File: config.mk
export PLATFORM = sky130hd
export DESIGN_NAME = uart_rx
export DESIGN_NICKNAME = d
export VERILOG_FILES = /design/src/common/uart_link_pkg.sv /design/src/uart_phy/uart_rx.sv
export VERILOG_INCLUDE_DIRS = /design/src /design/src/common
export SDC_FILE = /design/constraint.sdc
export NUM_CORES = 1
export LEC_CHECK = 0
export BUFFER_PORTS_ARGS = -buffer_cell sky130_fd_sc_hd__buf_2
export CAP_MARGIN = 30
export CELL_PAD_IN_SITES_DETAIL_PLACEMENT = 0
export CELL_PAD_IN_SITES_GLOBAL_PLACEMENT = 1
export CORE_MARGIN = 2
export CORE_UTILIZATION = 43
export CTS_BUF_LIST = sky130_fd_sc_hd__clkbuf_8
export CTS_CLUSTER_DIAMETER = 30
export DETAILED_ROUTE_END_ITERATION = 7
export MAX_ROUTING_LAYER = met4
export PLACE_DENSITY = 0.86
export REMOVE_ABC_BUFFERS = 1
export SLEW_MARGIN = 20
export SYNTH_ARGS = -nofsm -noshare
export SYNTH_HDL_FRONTEND = slang
export SYNTH_SLANG_ARGS = --single-unit
export TNS_END_PERCENT = 50
File: constraint.sdc
create_clock -name sys_clk -period 1.6 [get_ports sys_clk]
set_clock_uncertainty 0.15 [all_clocks]
set_input_delay 0.16 -clock sys_clk [delete_from_list [all_inputs] [get_ports sys_clk]]
set_output_delay 0.16 -clock sys_clk [all_outputs]
set_load 0.05 [all_outputs]
File: src/common/uart_link_defs.svh
/*
 * Link-wide constants for the string UART.
 * UART_CLKS_PER_BIT must divide evenly and be at least 4.
 * UART_MAX_BYTES must stay below 254 so that the 8-bit length can saturate.
 */
`ifndef UART_LINK_DEFS_SVH
`define UART_LINK_DEFS_SVH

// System clock and line rate
`define UART_CLK_HZ        25_000_000
`define UART_BAUD          1_562_500

`define UART_CLKS_PER_BIT  (`UART_CLK_HZ / `UART_BAUD)   // 16 clocks per bit

// String capacity in bytes, per frame
`define UART_MAX_BYTES     137

// Frame delimiter, ASCII '&'
`define UART_DELIM         8'h26

`endif

File: src/common/uart_link_pkg.sv
/*
 * Types shared by the string link and its serial layer.
 * Byte 0 of a string sits in data[7:0].
 */
`include "uart_link_defs.svh"

package uart_link_pkg;

	// String payload plus its length in bytes
	typedef struct packed {
		logic [`UART_MAX_BYTES*8-1:0] data;
		logic [7:0]                   length;
	} tx_frame_t;

	// Received string, same layout as the request
	typedef tx_frame_t rx_frame_t;

	// One byte from the deserializer, valid for a single cycle
	typedef struct packed {
		logic       valid;
		logic [7:0] data;
	} uart_byte_t;

endpackage

File: src/uart_phy/uart_rx.sv
/*
 * 8N1 deserializer with a two-flop synchronizer.
 * Samples at mid-bit and returns to idle at the middle of the stop bit.
 * A byte with a low stop bit is dropped without any flag.
 */
`timescale 1ns/10ps
`include "uart_link_defs.svh"

module uart_rx import uart_link_pkg::*; #(
	parameter int CLKS_PER_BIT = `UART_CLKS_PER_BIT
) (
	input  logic       sys_clk,
	input  logic       sys_rst_n,
	input  logic       rxd,
	output uart_byte_t rx_byte
);

	localparam int CW   = $clog2(CLKS_PER_BIT + 1);
	localparam int HALF = CLKS_PER_BIT / 2;

	typedef enum logic [1:0] {
		RX_IDLE,
		RX_START,
		RX_DATA,
		RX_STOP
	} rx_state_e;

	rx_state_e     state;
	logic          rx_meta;
	logic          rx_sync;
	logic          rx_prev;     // For falling edge detection
	logic [CW-1:0] clk_cnt;
	logic [2:0]    bit_idx;
	logic [7:0]    shreg;
	logic          valid;
	logic          full_bit;

	assign full_bit = (clk_cnt == CW'(CLKS_PER_BIT - 1));
	assign rx_byte  = '{valid: valid, data: shreg};

	// Line idles high
	always_ff @(posedge sys_clk or negedge sys_rst_n) begin
		if (!sys_rst_n) begin
			rx_meta <= 1'b1;
			rx_sync <= 1'b1;
			rx_prev <= 1'b1;
		end else begin
			rx_meta <= rxd;
			rx_sync <= rx_meta;
			rx_prev <= rx_sync;
		end
	end

	always_ff @(posedge sys_clk or negedge sys_rst_n) begin
		if (!sys_rst_n) begin
			state   <= RX_IDLE;
			clk_cnt <= '0;
			bit_idx <= '0;
			valid   <= 1'b0;
		end else begin
			valid <= 1'b0;
			case (state)
				RX_IDLE: begin
					if (rx_prev && !rx_sync) begin
						state   <= RX_START;
						clk_cnt <= CW'(1);   // Edge cycle already counts
					end
				end
				RX_START: begin
					if (clk_cnt == CW'(HALF - 1)) begin
						clk_cnt <= '0;
						bit_idx <= '0;
						state   <= rx_sync ? RX_IDLE : RX_DATA;   // Glitch check
					end else begin
						clk_cnt <= clk_cnt + CW'(1);
					end
				end
				RX_DATA: begin
					if (full_bit) begin
						clk_cnt <= '0;
						bit_idx <= bit_idx + 3'd1;
						if (bit_idx == 3'd7)
							state <= RX_STOP;
					end else begin
						clk_cnt <= clk_cnt + CW'(1);
					end
				end
				default: begin   // Stop bit
					if (full_bit) begin
						clk_cnt <= '0;
						state   <= RX_IDLE;
						valid   <= rx_sync;
					end else begin
						clk_cnt <= clk_cnt + CW'(1);
					end
				end
			endcase
		end
	end

	// LSB arrives first
	always_ff @(posedge sys_clk) begin
		if (state == RX_DATA && full_bit)
			shreg <= {rx_sync, shreg[7:1]};
	end

endmodule

==> metrics.txt <==
worst reg2reg endpoint=clk_cnt[4]$_DFFE_PN0P_; # port buffers=11; Fillers=200; share of the synthesized area in the top cell type=27.6%; clock sink count=22; reg2reg start=clk_cnt[0]$_DFFE_PN0P_; Congestion Overflow GR=0; RSZ-0062 raised after global routing=true; Inserted Clock Buffers=3; drt drc=0; fin area=1270 um2; DP Area=1120 um2; Vias=731; fin. max-slew vios=0; synthesized area=997 um2; CP Class=flip-flop to flip-flop; number of max-cap violations=0; min cycle time layout=1610 ps; setup_tns=-12.1 ps; ant diodes=0; Worst Path Max Fanout=5; Core Region=2210 um2; Via density=5.50; Yosys cell types=33; IO Pins=12; FF+latch area=596 um2; Total GRT Usage=16.7%; Root Buffer=clkbuf_8; Power Density=1610 nW/um2; vias in the first global route=684; Post-DRT Antenna Nets=0; Area Growth Syn to Fin=27.6%; proportion of layout cells with a drive suffix above 1=35.2%; Nets=113; fmax=620 MHz; synth top area cells=dfrtp_1 (28%), edfxtp_1 (24%), dfstp_2 (7.9%), ha_1 (5.0%), a21oi_1 (2.5%); Setup WS post-layout=-12.1 ps; largest net degree at the start of global routing=15; H-tree depth=1; Rel. slew slack=75.6%; final WL=1920 um; initial antenna violation count=0; WP data arrival=1630 ps; wire per inst=14.5 um; fin crit share=101%; Startpoint Class=flip-flop; latest clock arrival within the worst-skew pair=260 ps; Hold WC Path Type=input port to asynchronous set/reset pin; endpoints failing setup=1; footprint of the multi-input gates=405 um2; die area=2720 um2; status=finished with violations; Post-synth top cells=dfrtp_1 (11), edfxtp_1 (8), a21oi_1 (5), nand3_1 (5); reg-to-reg setup timing slack=-10 ps; yosys warns=0; Avg Inst Size Synth=12.2 um2; Top FF cell, synth=dfrtp_1; Worst Reg-to-Reg Cells=6; worst-margin pin slew=365 ps; first-pass GRT wire length=3170 um; Synth Register Bits=22; Max clock buf depth=2; final hold vios=0; Die X=52.2 um; TritonRoute pass-1 iters=4; initial drt markers=18; TritonCTS clock tree=done; Cell Rows=17; Detail Placement HPWL=1350 um; failing checks=setup timing; post-synth top area cell=dfrtp_1; initial core utilization=45.1%; Routability Congestion=0.816; number of synthesized flops with an enable pin=8; Placement Setup Slack=-34.2 ps; Setup crit end kind=flip-flop; top-count cell post-synth=dfrtp_1; Die Height=52.2 um; async set-or-reset flop fraction in the synthesized netlist=63.6%; Worst Path Required=1620 ps; Post-Synthesis Cells=82; Max VDD drop=0.992 mV; clk slew on worst S/H paths=80 ps; Seq/Total Area, Yosys=59.6%; Power Total=2.05 mW; Leak Pwr=0.527 nW
==> registers in the layout, indices dropped and copies added (netlist names) <==
signal and flops:
shreg 8, clk_cnt 5, bit_idx 3, state 2
rx_meta 1, rx_prev 1, rx_sync 1, valid 1
==> worst max path at each step <==
stage,startpoint,end,slack [ps],cells past startpoint
6_report,clk_cnt[0]$_DFFE_PN0P_,clk_cnt[4]$_DFFE_PN0P_,-10,6
5_1_grt,clk_cnt[0]$_DFFE_PN0P_,clk_cnt[4]$_DFFE_PN0P_,-120,6
4_1_cts,clk_cnt[1]$_DFFE_PN0P_,clk_cnt[4]$_DFFE_PN0P_,5,6
3_5_place_dp,clk_cnt[0]$_DFFE_PN0P_,clk_cnt[4]$_DFFE_PN0P_,-30,6
3_3_place_gp,clk_cnt[0]$_DFFE_PN0P_,clk_cnt[4]$_DFFE_PN0P_,6,6
2_1_floorplan,clk_cnt[0]$_DFFE_PN0P_,shreg[0]$_DFFE_PP_,-140,3
==> critical path, stage by stage, from the launching register on <==
cell     delay (ps)
dfrtp_1         400
ha_4            180
nand3_2         100
ha_4            260
nor3b_2         170
o21ai_1          80
a31oi_1         200
==> kinds of logic after synthesis <==
group                      after synthesis  share of synthesized area (%)
and+or+nand+nor                         30                           17.9
DFF                                     22                           59.6
AOI/OAI and AO/OA                       18                           12.2
buffers and inverters                    7                           4.39
adders and majority gates                4                           5.02
xor gates and xnor gates                 1                          0.878
==> through the flow <==
stage          cells  util [%]  hold WS, ps
3_3_place_gp     125      50.6        -83.5
4_1_cts          131      55.3          172
5_1_grt          133      57.5          193
2_1_floorplan     77         -         -286
6_report         133      57.5          169
3_5_place_dp     125      50.6        -79.6
==> report_power, final <==
part / switching, mW / internal (mW) / total, mW
Combinational: 0.324 / 0.393 / 0.717
Sequential: 0.141 / 0.688 / 0.829
Clock: 0.174 / 0.334 / 0.508
Total: 0.639 / 1.42 / 2.05
==> cell type report <==
| cell class | instances | share of cell area, % |
|---|---|---|
| sequential | 22 | 46.8 |
| multi-input combinational | 53 | 31.9 |
| timing repair buffer | 24 | 12.4 |
| clock buffer | 3 | 3.24 |
| tap | 28 | 2.75 |
| clock inverter | 1 | 2.36 |
| inverter | 2 | 0.590 |
==> timing repair <==
action	4_1_cts	5_1_grt
hold buffers	2	0
setup endpoints to repair	1	11
setup buffers	0	2
pin swaps	1	6
gates resized for setup	2	9
endpoints found under the hold margin	15	0
==> placed cells by master (no fill, tap or decap), types with 3 or more instances in the layout <==
master,netlist,layout
dfrtp_1,11,10
dfstp_2,3,3
buf_4,2,11
nand3_1,5,4
a21oi_1,5,4
clkbuf_8,0,3
edfxtp_1,8,8
buf_2,2,11
nand2_1,3,3
nor2b_1,4,3
nor2_1,3,3
==> metal layers <==
metal	routed length, um	global-route usage [%]	vias to the layer above
li1	-	-	351
met1	834	22.3	361
met2	1010	25.3	17
met3	66	2.59	2
met4	16	7.69	0
met5	0	-	-
Power figures use the tool's default switching activity.
