$ cat config.mk
export PLATFORM = sky130hd
export DESIGN_NAME = uart_tx
export DESIGN_NICKNAME = d
export VERILOG_FILES = /design/src/uart_phy/uart_tx.sv
export VERILOG_INCLUDE_DIRS = /design/src /design/src/common
export SDC_FILE = /design/constraint.sdc
export NUM_CORES = 1
export LEC_CHECK = 0
export BUFFER_PORTS_ARGS = -buffer_cell sky130_fd_sc_hd__buf_2
export CAP_MARGIN = 20
export CORE_ASPECT_RATIO = 1.25
export CORE_UTILIZATION = 49
export CTS_CLUSTER_DIAMETER = 80
export DETAILED_ROUTE_END_ITERATION = 10
export PLACE_DENSITY = 0.69
export SETUP_SLACK_MARGIN = 0.1
export SYNTH_ARGS = -nofsm -noshare
export SYNTH_HDL_FRONTEND = slang
export SYNTH_SLANG_ARGS = --single-unit
export TNS_END_PERCENT = 50
$ cat constraint.sdc
create_clock -name sys_clk -period 1.6 [get_ports sys_clk]
set_input_delay 0.16 -clock sys_clk [delete_from_list [all_inputs] [get_ports sys_clk]]
set_output_delay 0.16 -clock sys_clk [all_outputs]
set_load 0.05 [all_outputs]
$ cat src/common/uart_link_defs.svh
/*
 * Link-wide constants for the string UART.
 * UART_CLKS_PER_BIT must divide evenly and be at least 4.
 * UART_MAX_BYTES must stay below 254 so that the 8-bit length can saturate.
 */
`ifndef UART_LINK_DEFS_SVH
`define UART_LINK_DEFS_SVH

// System clock and line rate
`define UART_CLK_HZ        25_000_000
`define UART_BAUD          1_562_500

`define UART_CLKS_PER_BIT  (`UART_CLK_HZ / `UART_BAUD)   // 16 clocks per bit

// String capacity in bytes, per frame
`define UART_MAX_BYTES     137

// Frame delimiter, ASCII '&'
`define UART_DELIM         8'h26

`endif

$ cat src/uart_phy/uart_tx.sv
/*
 * 8N2 serializer, LSB first.
 * tx_start is ignored while a byte is in progress.
 * byte_done is high in the last clock of the second stop bit.
 */
`timescale 1ns/10ps
`include "uart_link_defs.svh"

module uart_tx #(
	parameter int CLKS_PER_BIT = `UART_CLKS_PER_BIT
) (
	input  logic       sys_clk,
	input  logic       sys_rst_n,
	input  logic [7:0] tx_byte,
	input  logic       tx_start,
	output logic       txd,
	output logic       byte_done
);

	localparam int CW = $clog2(CLKS_PER_BIT + 1);

	logic          busy;
	logic [CW-1:0] clk_cnt;      // Clocks within current bit
	logic [3:0]    bit_idx;      // 0 start, 1..8 data, 9..10 stop
	logic [9:0]    shreg;        // Data then two stop bits
	logic          bit_end;

	assign bit_end   = busy && (clk_cnt == CW'(CLKS_PER_BIT - 1));
	assign byte_done = bit_end && (bit_idx == 4'd10);

	always_ff @(posedge sys_clk or negedge sys_rst_n) begin
		if (!sys_rst_n) begin
			busy    <= 1'b0;
			clk_cnt <= '0;
			bit_idx <= '0;
			txd     <= 1'b1;
		end else if (!busy) begin
			if (tx_start) begin
				busy    <= 1'b1;
				clk_cnt <= '0;
				bit_idx <= '0;
				txd     <= 1'b0;   // Start bit on the next edge
			end
		end else if (bit_end) begin
			clk_cnt <= '0;
			if (bit_idx == 4'd10) begin
				busy <= 1'b0;
				txd  <= 1'b1;
			end else begin
				bit_idx <= bit_idx + 4'd1;
				txd     <= shreg[0];
			end
		end else begin
			clk_cnt <= clk_cnt + CW'(1);
		end
	end

	// Shift register, refilled on each start
	always_ff @(posedge sys_clk) begin
		if (!busy && tx_start)
			shreg <= {2'b11, tx_byte};
		else if (bit_end)
			shreg <= {1'b1, shreg[9:1]};
	end

endmodule

==> flow_summary.ini, run 1 <==
[sta]
fmaxAchievable_mhz = 651.4
fin_crit_ps = 1535
final_hold_viol_count = 0
timing.final.setup_violations = 0
min_period_over_period_pct = 95.94
totalNegativeSetupSlack_ps = 0
finClkSkew_ps = 6.564
grt_setup_unrepaired = true
timing.final.ws_setup_ps = 64.94
timing.max_slew.rel_slack_pct = 80.99
final-max-slew-violation-count = 0
timing_worst_slew_pin_value_ps = 283.6

[setup_path]
path_cells = ha_4 -> nand4_4 -> nor3_2 -> buf_6
crit_path_end_kind = output pin
required_ps = 1440
crit_fanout = 3
worst-endpoint-arrival_ps = 1380
crit_path_start_kind = flip-flop
cp_slowest_stage_delay_ps = 410
crit_slowest_cell = dfrtp_1
worstSetupPathType = reg2out

[detailed_routing]
detail_route.wirelength.met1_um = 742
avgRoutedWirePerCell_um = 13.48
dr.first_iter.drc_count = 5
detailroute.wirelength.met3_um = 46
drt_drc_violations_left = 0
via_count = 654
ant_nets = 0
detail_route.vias_per_cell = 5.450
routed_wire_length_um = 1617
topRoutingLayerUsed = met4
wl_met2_um = 817
detailedRoute.firstPassIterationCount = 4

[global_routing]
grt_use_total_pct = 17.43
gr-total-overflow = 0
grt_antenna_before_repair = 0
wire_length_of_the_first_global_routing_pass_um = 2739
number_of_global_route_vias_before_repair = 599
grt_start_max_net_pins = 15

[clocking]
clkSinkCount = 19
cts_htree_levels = 1
clock_tree_from_tritoncts = yes
cts_clock_pin_slew_for_the_worst_setup_and_hold_paths_ps = 110
clock_latency_ps = 300
clock-root-buffer = clkbuf_4
clock_tree.buffer_depth = 2
tritoncts.num_buffers = 3

[final_layout]
nets = 116
num_antenna_cells = 0
regArea_um2 = 516.7
multi_input_area_um2 = 432.9
layout_commonest_cell = buf_2
num-fill-cells = 151
final_core_utilization_pct = 63.74
final_cells = 120
most-common-layout-cells = 11 x buf_2, 10 x dfrtp_1, 9 x buf_4, 8 x edfxtp_1
syn_to_final_growth_pct = 20.55
share_of_cells_above_drive_strength_1_pct = 41.58

[placed_design]
dp_cells = 108
placement.io_buffers = 12
place.detailed.hpwl_um = 1097
gp_congestion = 0.7597
place_worst_setup_slack_ps = 158.7

[yosys]
synth_async_sr_flop_share_pct = 57.89
postSynthCellCount = 77
synth-seq-area-share_pct = 54.06
syn-mean-instance-area_um2 = 12.41
syn_area_um2 = 955.9
post_synth_num_cell_types = 35
synth_enable_flop_cells = 8
ys_dominant_reg_cell = dfrtp_1
synth-seq-cells = 19
synth-warning-count = 0
synth.net_count = 91

[pwr]
post-layout-total-power_mw = 1.631
power_density_nw_per_um2 = 1415
maximum_resistive_drop_on_vdd_uv = 987.0
p_leak_nw = 0.4914

[hold_path]
min-delay-path-class = in2reg

[run_status]
run_status = finished, final reports clean

[floorplanning]
core-area_um2 = 1808
placementRows = 17
start_util_pct = 52.87
die_w_um = 41.51
die_h_um = 51.38
die-area_um2 = 2133
design.portCount = 13

[flow_run]
timing.max_cap.violations = 0
[report_power, final]
| part | total (mW) | internal (mW) | switching [mW] |
|---|---|---|---|
| Combinational | 0.609 | 0.322 | 0.287 |
| Clock | 0.245 | 0.0931 | 0.152 |
| Sequential | 0.777 | 0.653 | 0.123 |
| Total | 1.63 | 1.07 | 0.562 |
[routing by layer]
metal  vias up  track usage (%)
li1        327                -
met1       316            21.74
met2         9            28.39
met3         2            4.240
met4         0            8.065
met5         -                0
[final timing paths]
path / depth (start not counted) / startpoint / end / slack, ps
worst max-delay path: 4 / clk_cnt[1]$_DFFE_PN0P_ / byte_done / 60
worst max register to register: 5 / clk_cnt[1]$_DFFE_PN0P_ / shreg[2]$_DFFE_PP_ / 150
worst min-delay path: 2 / tx_byte[7] / shreg[7]$_SDFFCE_PN1P_ / 110
worst min register to register: 1 / bit_idx[3]$_DFFE_PN0P_ / bit_idx[3]$_DFFE_PN0P_ / 500
max in group asynchronous: 2 / sys_rst_n / txd$_DFFE_PN1P_ / 1080
min in group asynchronous: 2 / sys_rst_n / clk_cnt[2]$_DFFE_PN0P_ / 250
[cells in the mapped netlist (all sizes together), types with 2 or more instances]
| library cell | n | area share, % |
|---|---|---|
| a21o | 2 | 1.7 |
| a21oi | 2 | 1.0 |
| buf | 2 | 1.7 |
| dfrtp | 10 | 26 |
| edfxtp | 8 | 25 |
| ha | 3 | 3.9 |
| inv | 2 | 0.79 |
| mux2 | 7 | 8.2 |
| mux2i | 3 | 3.1 |
| nand2 | 7 | 2.7 |
| nand2b | 2 | 2.1 |
| nand3 | 3 | 1.6 |
| nand3b | 2 | 1.6 |
| nand4 | 2 | 2.9 |
| nor2 | 3 | 1.2 |
| nor3 | 3 | 2.1 |
| o21ai | 3 | 1.6 |
[state kept, by name (all words and copies together), names as in the netlist]
signal,flops
bit_idx,4
busy,1
clk_cnt,5
shreg,8
txd,1
[through the flow]
stage	instance area [um2]	hold slack (ps)
floorplan	960.9	-135.6
global placement	1044	48.70
detailed placement	1044	48.86
CTS	1137	110.1
global route	1152	100.6
finish	1152	111.3
[repair_timing]
item                                    CTS  global route
setup buffers                             5             2
gates resized for setup                   4             0
hold buffers                              1             0
endpoints found under the hold margin    11             0
endpoints found under the setup margin    1            12
pin swaps                                 1             2
cloned                                    0             0
[worst max-delay path: cells and delay by family, from the launching register on]
kind / cells / cell delay, ps
AND/OR/NAND/NOR: 2 / 310
adder cells (fa/ha/maj): 1 / 180
buffers and inverters: 1 / 180
flip-flops: 1 / 410
[layout make-up]
type,instances,share of cell area [%]
Clock buffer,3,1.954
Tap cell,19,2.063
Multi-Input combinational cell,54,37.57
Inverter,2,0.6515
Clock inverter,1,0.4343
Timing Repair Buffer,22,12.49
Sequential cell,19,44.84
[kinds of logic after synthesis]
kind of cell             share of synthesized area, %
AO/OA/AOI/OAI                                   6.676
XOR/XNOR                                       0.9164
adder cells (fa/ha/maj)                         3.927
buffers and inverters                           2.487
flip-flops                                      54.06
multiplexers                                    11.39
AND/OR/NAND/NOR                                 20.55
Power figures use the tool's default switching activity.
==> run 2, diff against run 1 <==
Settings changed: CORE_UTILIZATION 49 to 35, CTS_BUF_LIST from default to sky130_fd_sc_hd__clkbuf_16, PLACE_DENSITY 0.69 to 0.52.
==> run 2 against run 1 <==
Compared with the run above: total power increased by 18%; count of clock-buffer cells in the layout unchanged; combinational power increased by 1%; cell count increased by 13%; design area increased by 6.7%; critical path depth unchanged; first-iteration DRC count increased to 4.6 times the previous value; via count increased by 1.4%; sequential share of layout area decreased by 2.8 points; die area increased by 38%; clock power increased by 110%; sequential power about the same; critical path type unchanged; highest routed layer unchanged.
==> flow_summary.ini, run 2 (synthesis gave the netlist of run 1 again) <==
[pwr]
p_leak_nw = 0.5185
power_density_nw_per_um2 = 1560
post-layout-total-power_mw = 1.919
maximum_resistive_drop_on_vdd_uv = 742.4

[clocking]
clock_latency_ps = 250
cts_clock_pin_slew_for_the_worst_setup_and_hold_paths_ps = 60
clock_tree.buffer_depth = 2
clock-root-buffer = clkbuf_16
clock_tree_from_tritoncts = yes
cts_htree_levels = 1
tritoncts.num_buffers = 3
clkSinkCount = 19

[placed_design]
gp_congestion = 0.6483
placed_area_um2 = 1061
dp_cells = 122
placement.io_buffers = 12
place_worst_setup_slack_ps = 148.3
place.detailed.hpwl_um = 1112

[setup_path]
crit_path_start_kind = flip-flop
critical_path_depth = 4
timing.critical_path.buf_inv = 1
path_delay_family = flip-flops
worstSetupPathType = reg2out
path_cells = ha_4 -> nand4_4 -> nor3_2 -> buf_6
worst-endpoint-arrival_ps = 1300
cp_slowest_stage_delay_ps = 400
r2r.worst_path.cells = 5
required_ps = 1440
crit_slowest_cell = dfrtp_1
crit_path_end_kind = output pin
crit_fanout = 3

[final_layout]
share_of_cells_above_drive_strength_1_pct = 42.16
top_regs = shreg x8, clk_cnt x5, bit_idx x4
final_core_utilization_pct = 49.15
most-common-layout-cells = 11 x buf_2, 10 x dfrtp_1, 10 x buf_4, 8 x edfxtp_1
nets = 117
final_area_um2 = 1230
final_cells = 135
layout_commonest_cell = buf_2
registers.top_by_ff_count = shreg
num_antenna_cells = 0
syn_to_final_growth_pct = 28.66
largest_register_ffs = 8

[floorplanning]
core-area_um2 = 2502
die_h_um = 60.43
start_util_pct = 38.20
design.portCount = 13
placementRows = 20
die_w_um = 48.75
die-area_um2 = 2946

[global_routing]
grt_start_max_net_pins = 15
grt_antenna_before_repair = 0
number_of_global_route_vias_before_repair = 683
wire_length_of_the_first_global_routing_pass_um = 2842
gr-total-overflow = 0
grt_use_total_pct = 13.61

[sta]
finClkSkew_ps = 4.635
hold-worst-slack_ps = 167.4
final_hold_viol_count = 0
min_period_over_period_pct = 91.29
fin_crit_ps = 1461
final-max-slew-violation-count = 0
fmaxAchievable_mhz = 684.6
totalNegativeSetupSlack_ps = 0
timing.max_slew.rel_slack_pct = 81.45
grt_setup_unrepaired = false
timing_worst_slew_pin_value_ps = 278.2
timing.final.setup_violations = 0
timing.final.ws_setup_ps = 139.3

[detailed_routing]
drt_drc_violations_left = 0
avgRoutedWirePerCell_um = 12.78
via_count = 663
detailedRoute.firstPassIterationCount = 4
routed_wire_length_um = 1725
dr.first_iter.drc_count = 23
detail_route.vias_per_cell = 4.911
ant_nets = 0

[run_status]
run_status = finished, final reports clean

[flow_run]
timing.max_cap.violations = 0

[hold_path]
worst_hold_path.num_cells = 2
min-delay-path-class = in2reg
==> run 2: timing repair <==
item | CTS | global route
pin swaps | 1 | 1
setup endpoints to repair | 1 | 1
resized for setup | 4 | 0
buffers inserted | 3 | 5
endpoints found under the hold margin | 10 | 0
hold buffers | 1 | 0
==> run 2: final cells by class <==
cell class	instances	area [um2]
clock buffer	3	75.07
clock inverter	1	5.005
fill	246	1272
inverter	2	7.507
multi-input combinational	54	432.9
sequential	19	516.7
tap	33	41.29
timing repair buffer	23	151.4
==> run 2: worst register-to-register path, stage by stage, from the launching register on <==
cell,delay [ps]
dfrtp_1,400
ha_4,170
nand4_4,110
buf_4,170
o21ai_1,120
buf_4,180
==> run 2: layer usage <==
metal	GRT usage, %	up-vias	share of wire (%)
met5	0	-	0
met4	12.18	0	3.1
met3	2.256	5	3.0
met2	25.40	14	49
met1	13.21	315	45
li1	-	329	-
==> run 2: worst paths after layout <==
| check | slack, ps | end | start |
|---|---|---|---|
| hold / removal | 170 | shreg[7]$_SDFFCE_PN1P_ | tx_byte[7] |
| hold reg to reg | 500 | txd$_DFFE_PN1P_ | shreg[0]$_DFFE_PP_ |
| setup / recovery | 140 | byte_done | clk_cnt[1]$_DFFE_PN0P_ |
| max in group asynchronous | 1030 | txd$_DFFE_PN1P_ | sys_rst_n |
| min in group asynchronous | 310 | clk_cnt[1]$_DFFE_PN0P_ | sys_rst_n |
| setup reg to reg | 160 | shreg[6]$_DFFE_PP_ | clk_cnt[1]$_DFFE_PN0P_ |
==> run 2: power breakdown <==
part	internal (mW)	leakage [nW]	total, mW	switching, mW
Clock	0.336	0.0409	0.525	0.189
Sequential	0.655	0.199	0.780	0.124
Combinational	0.326	0.279	0.615	0.289
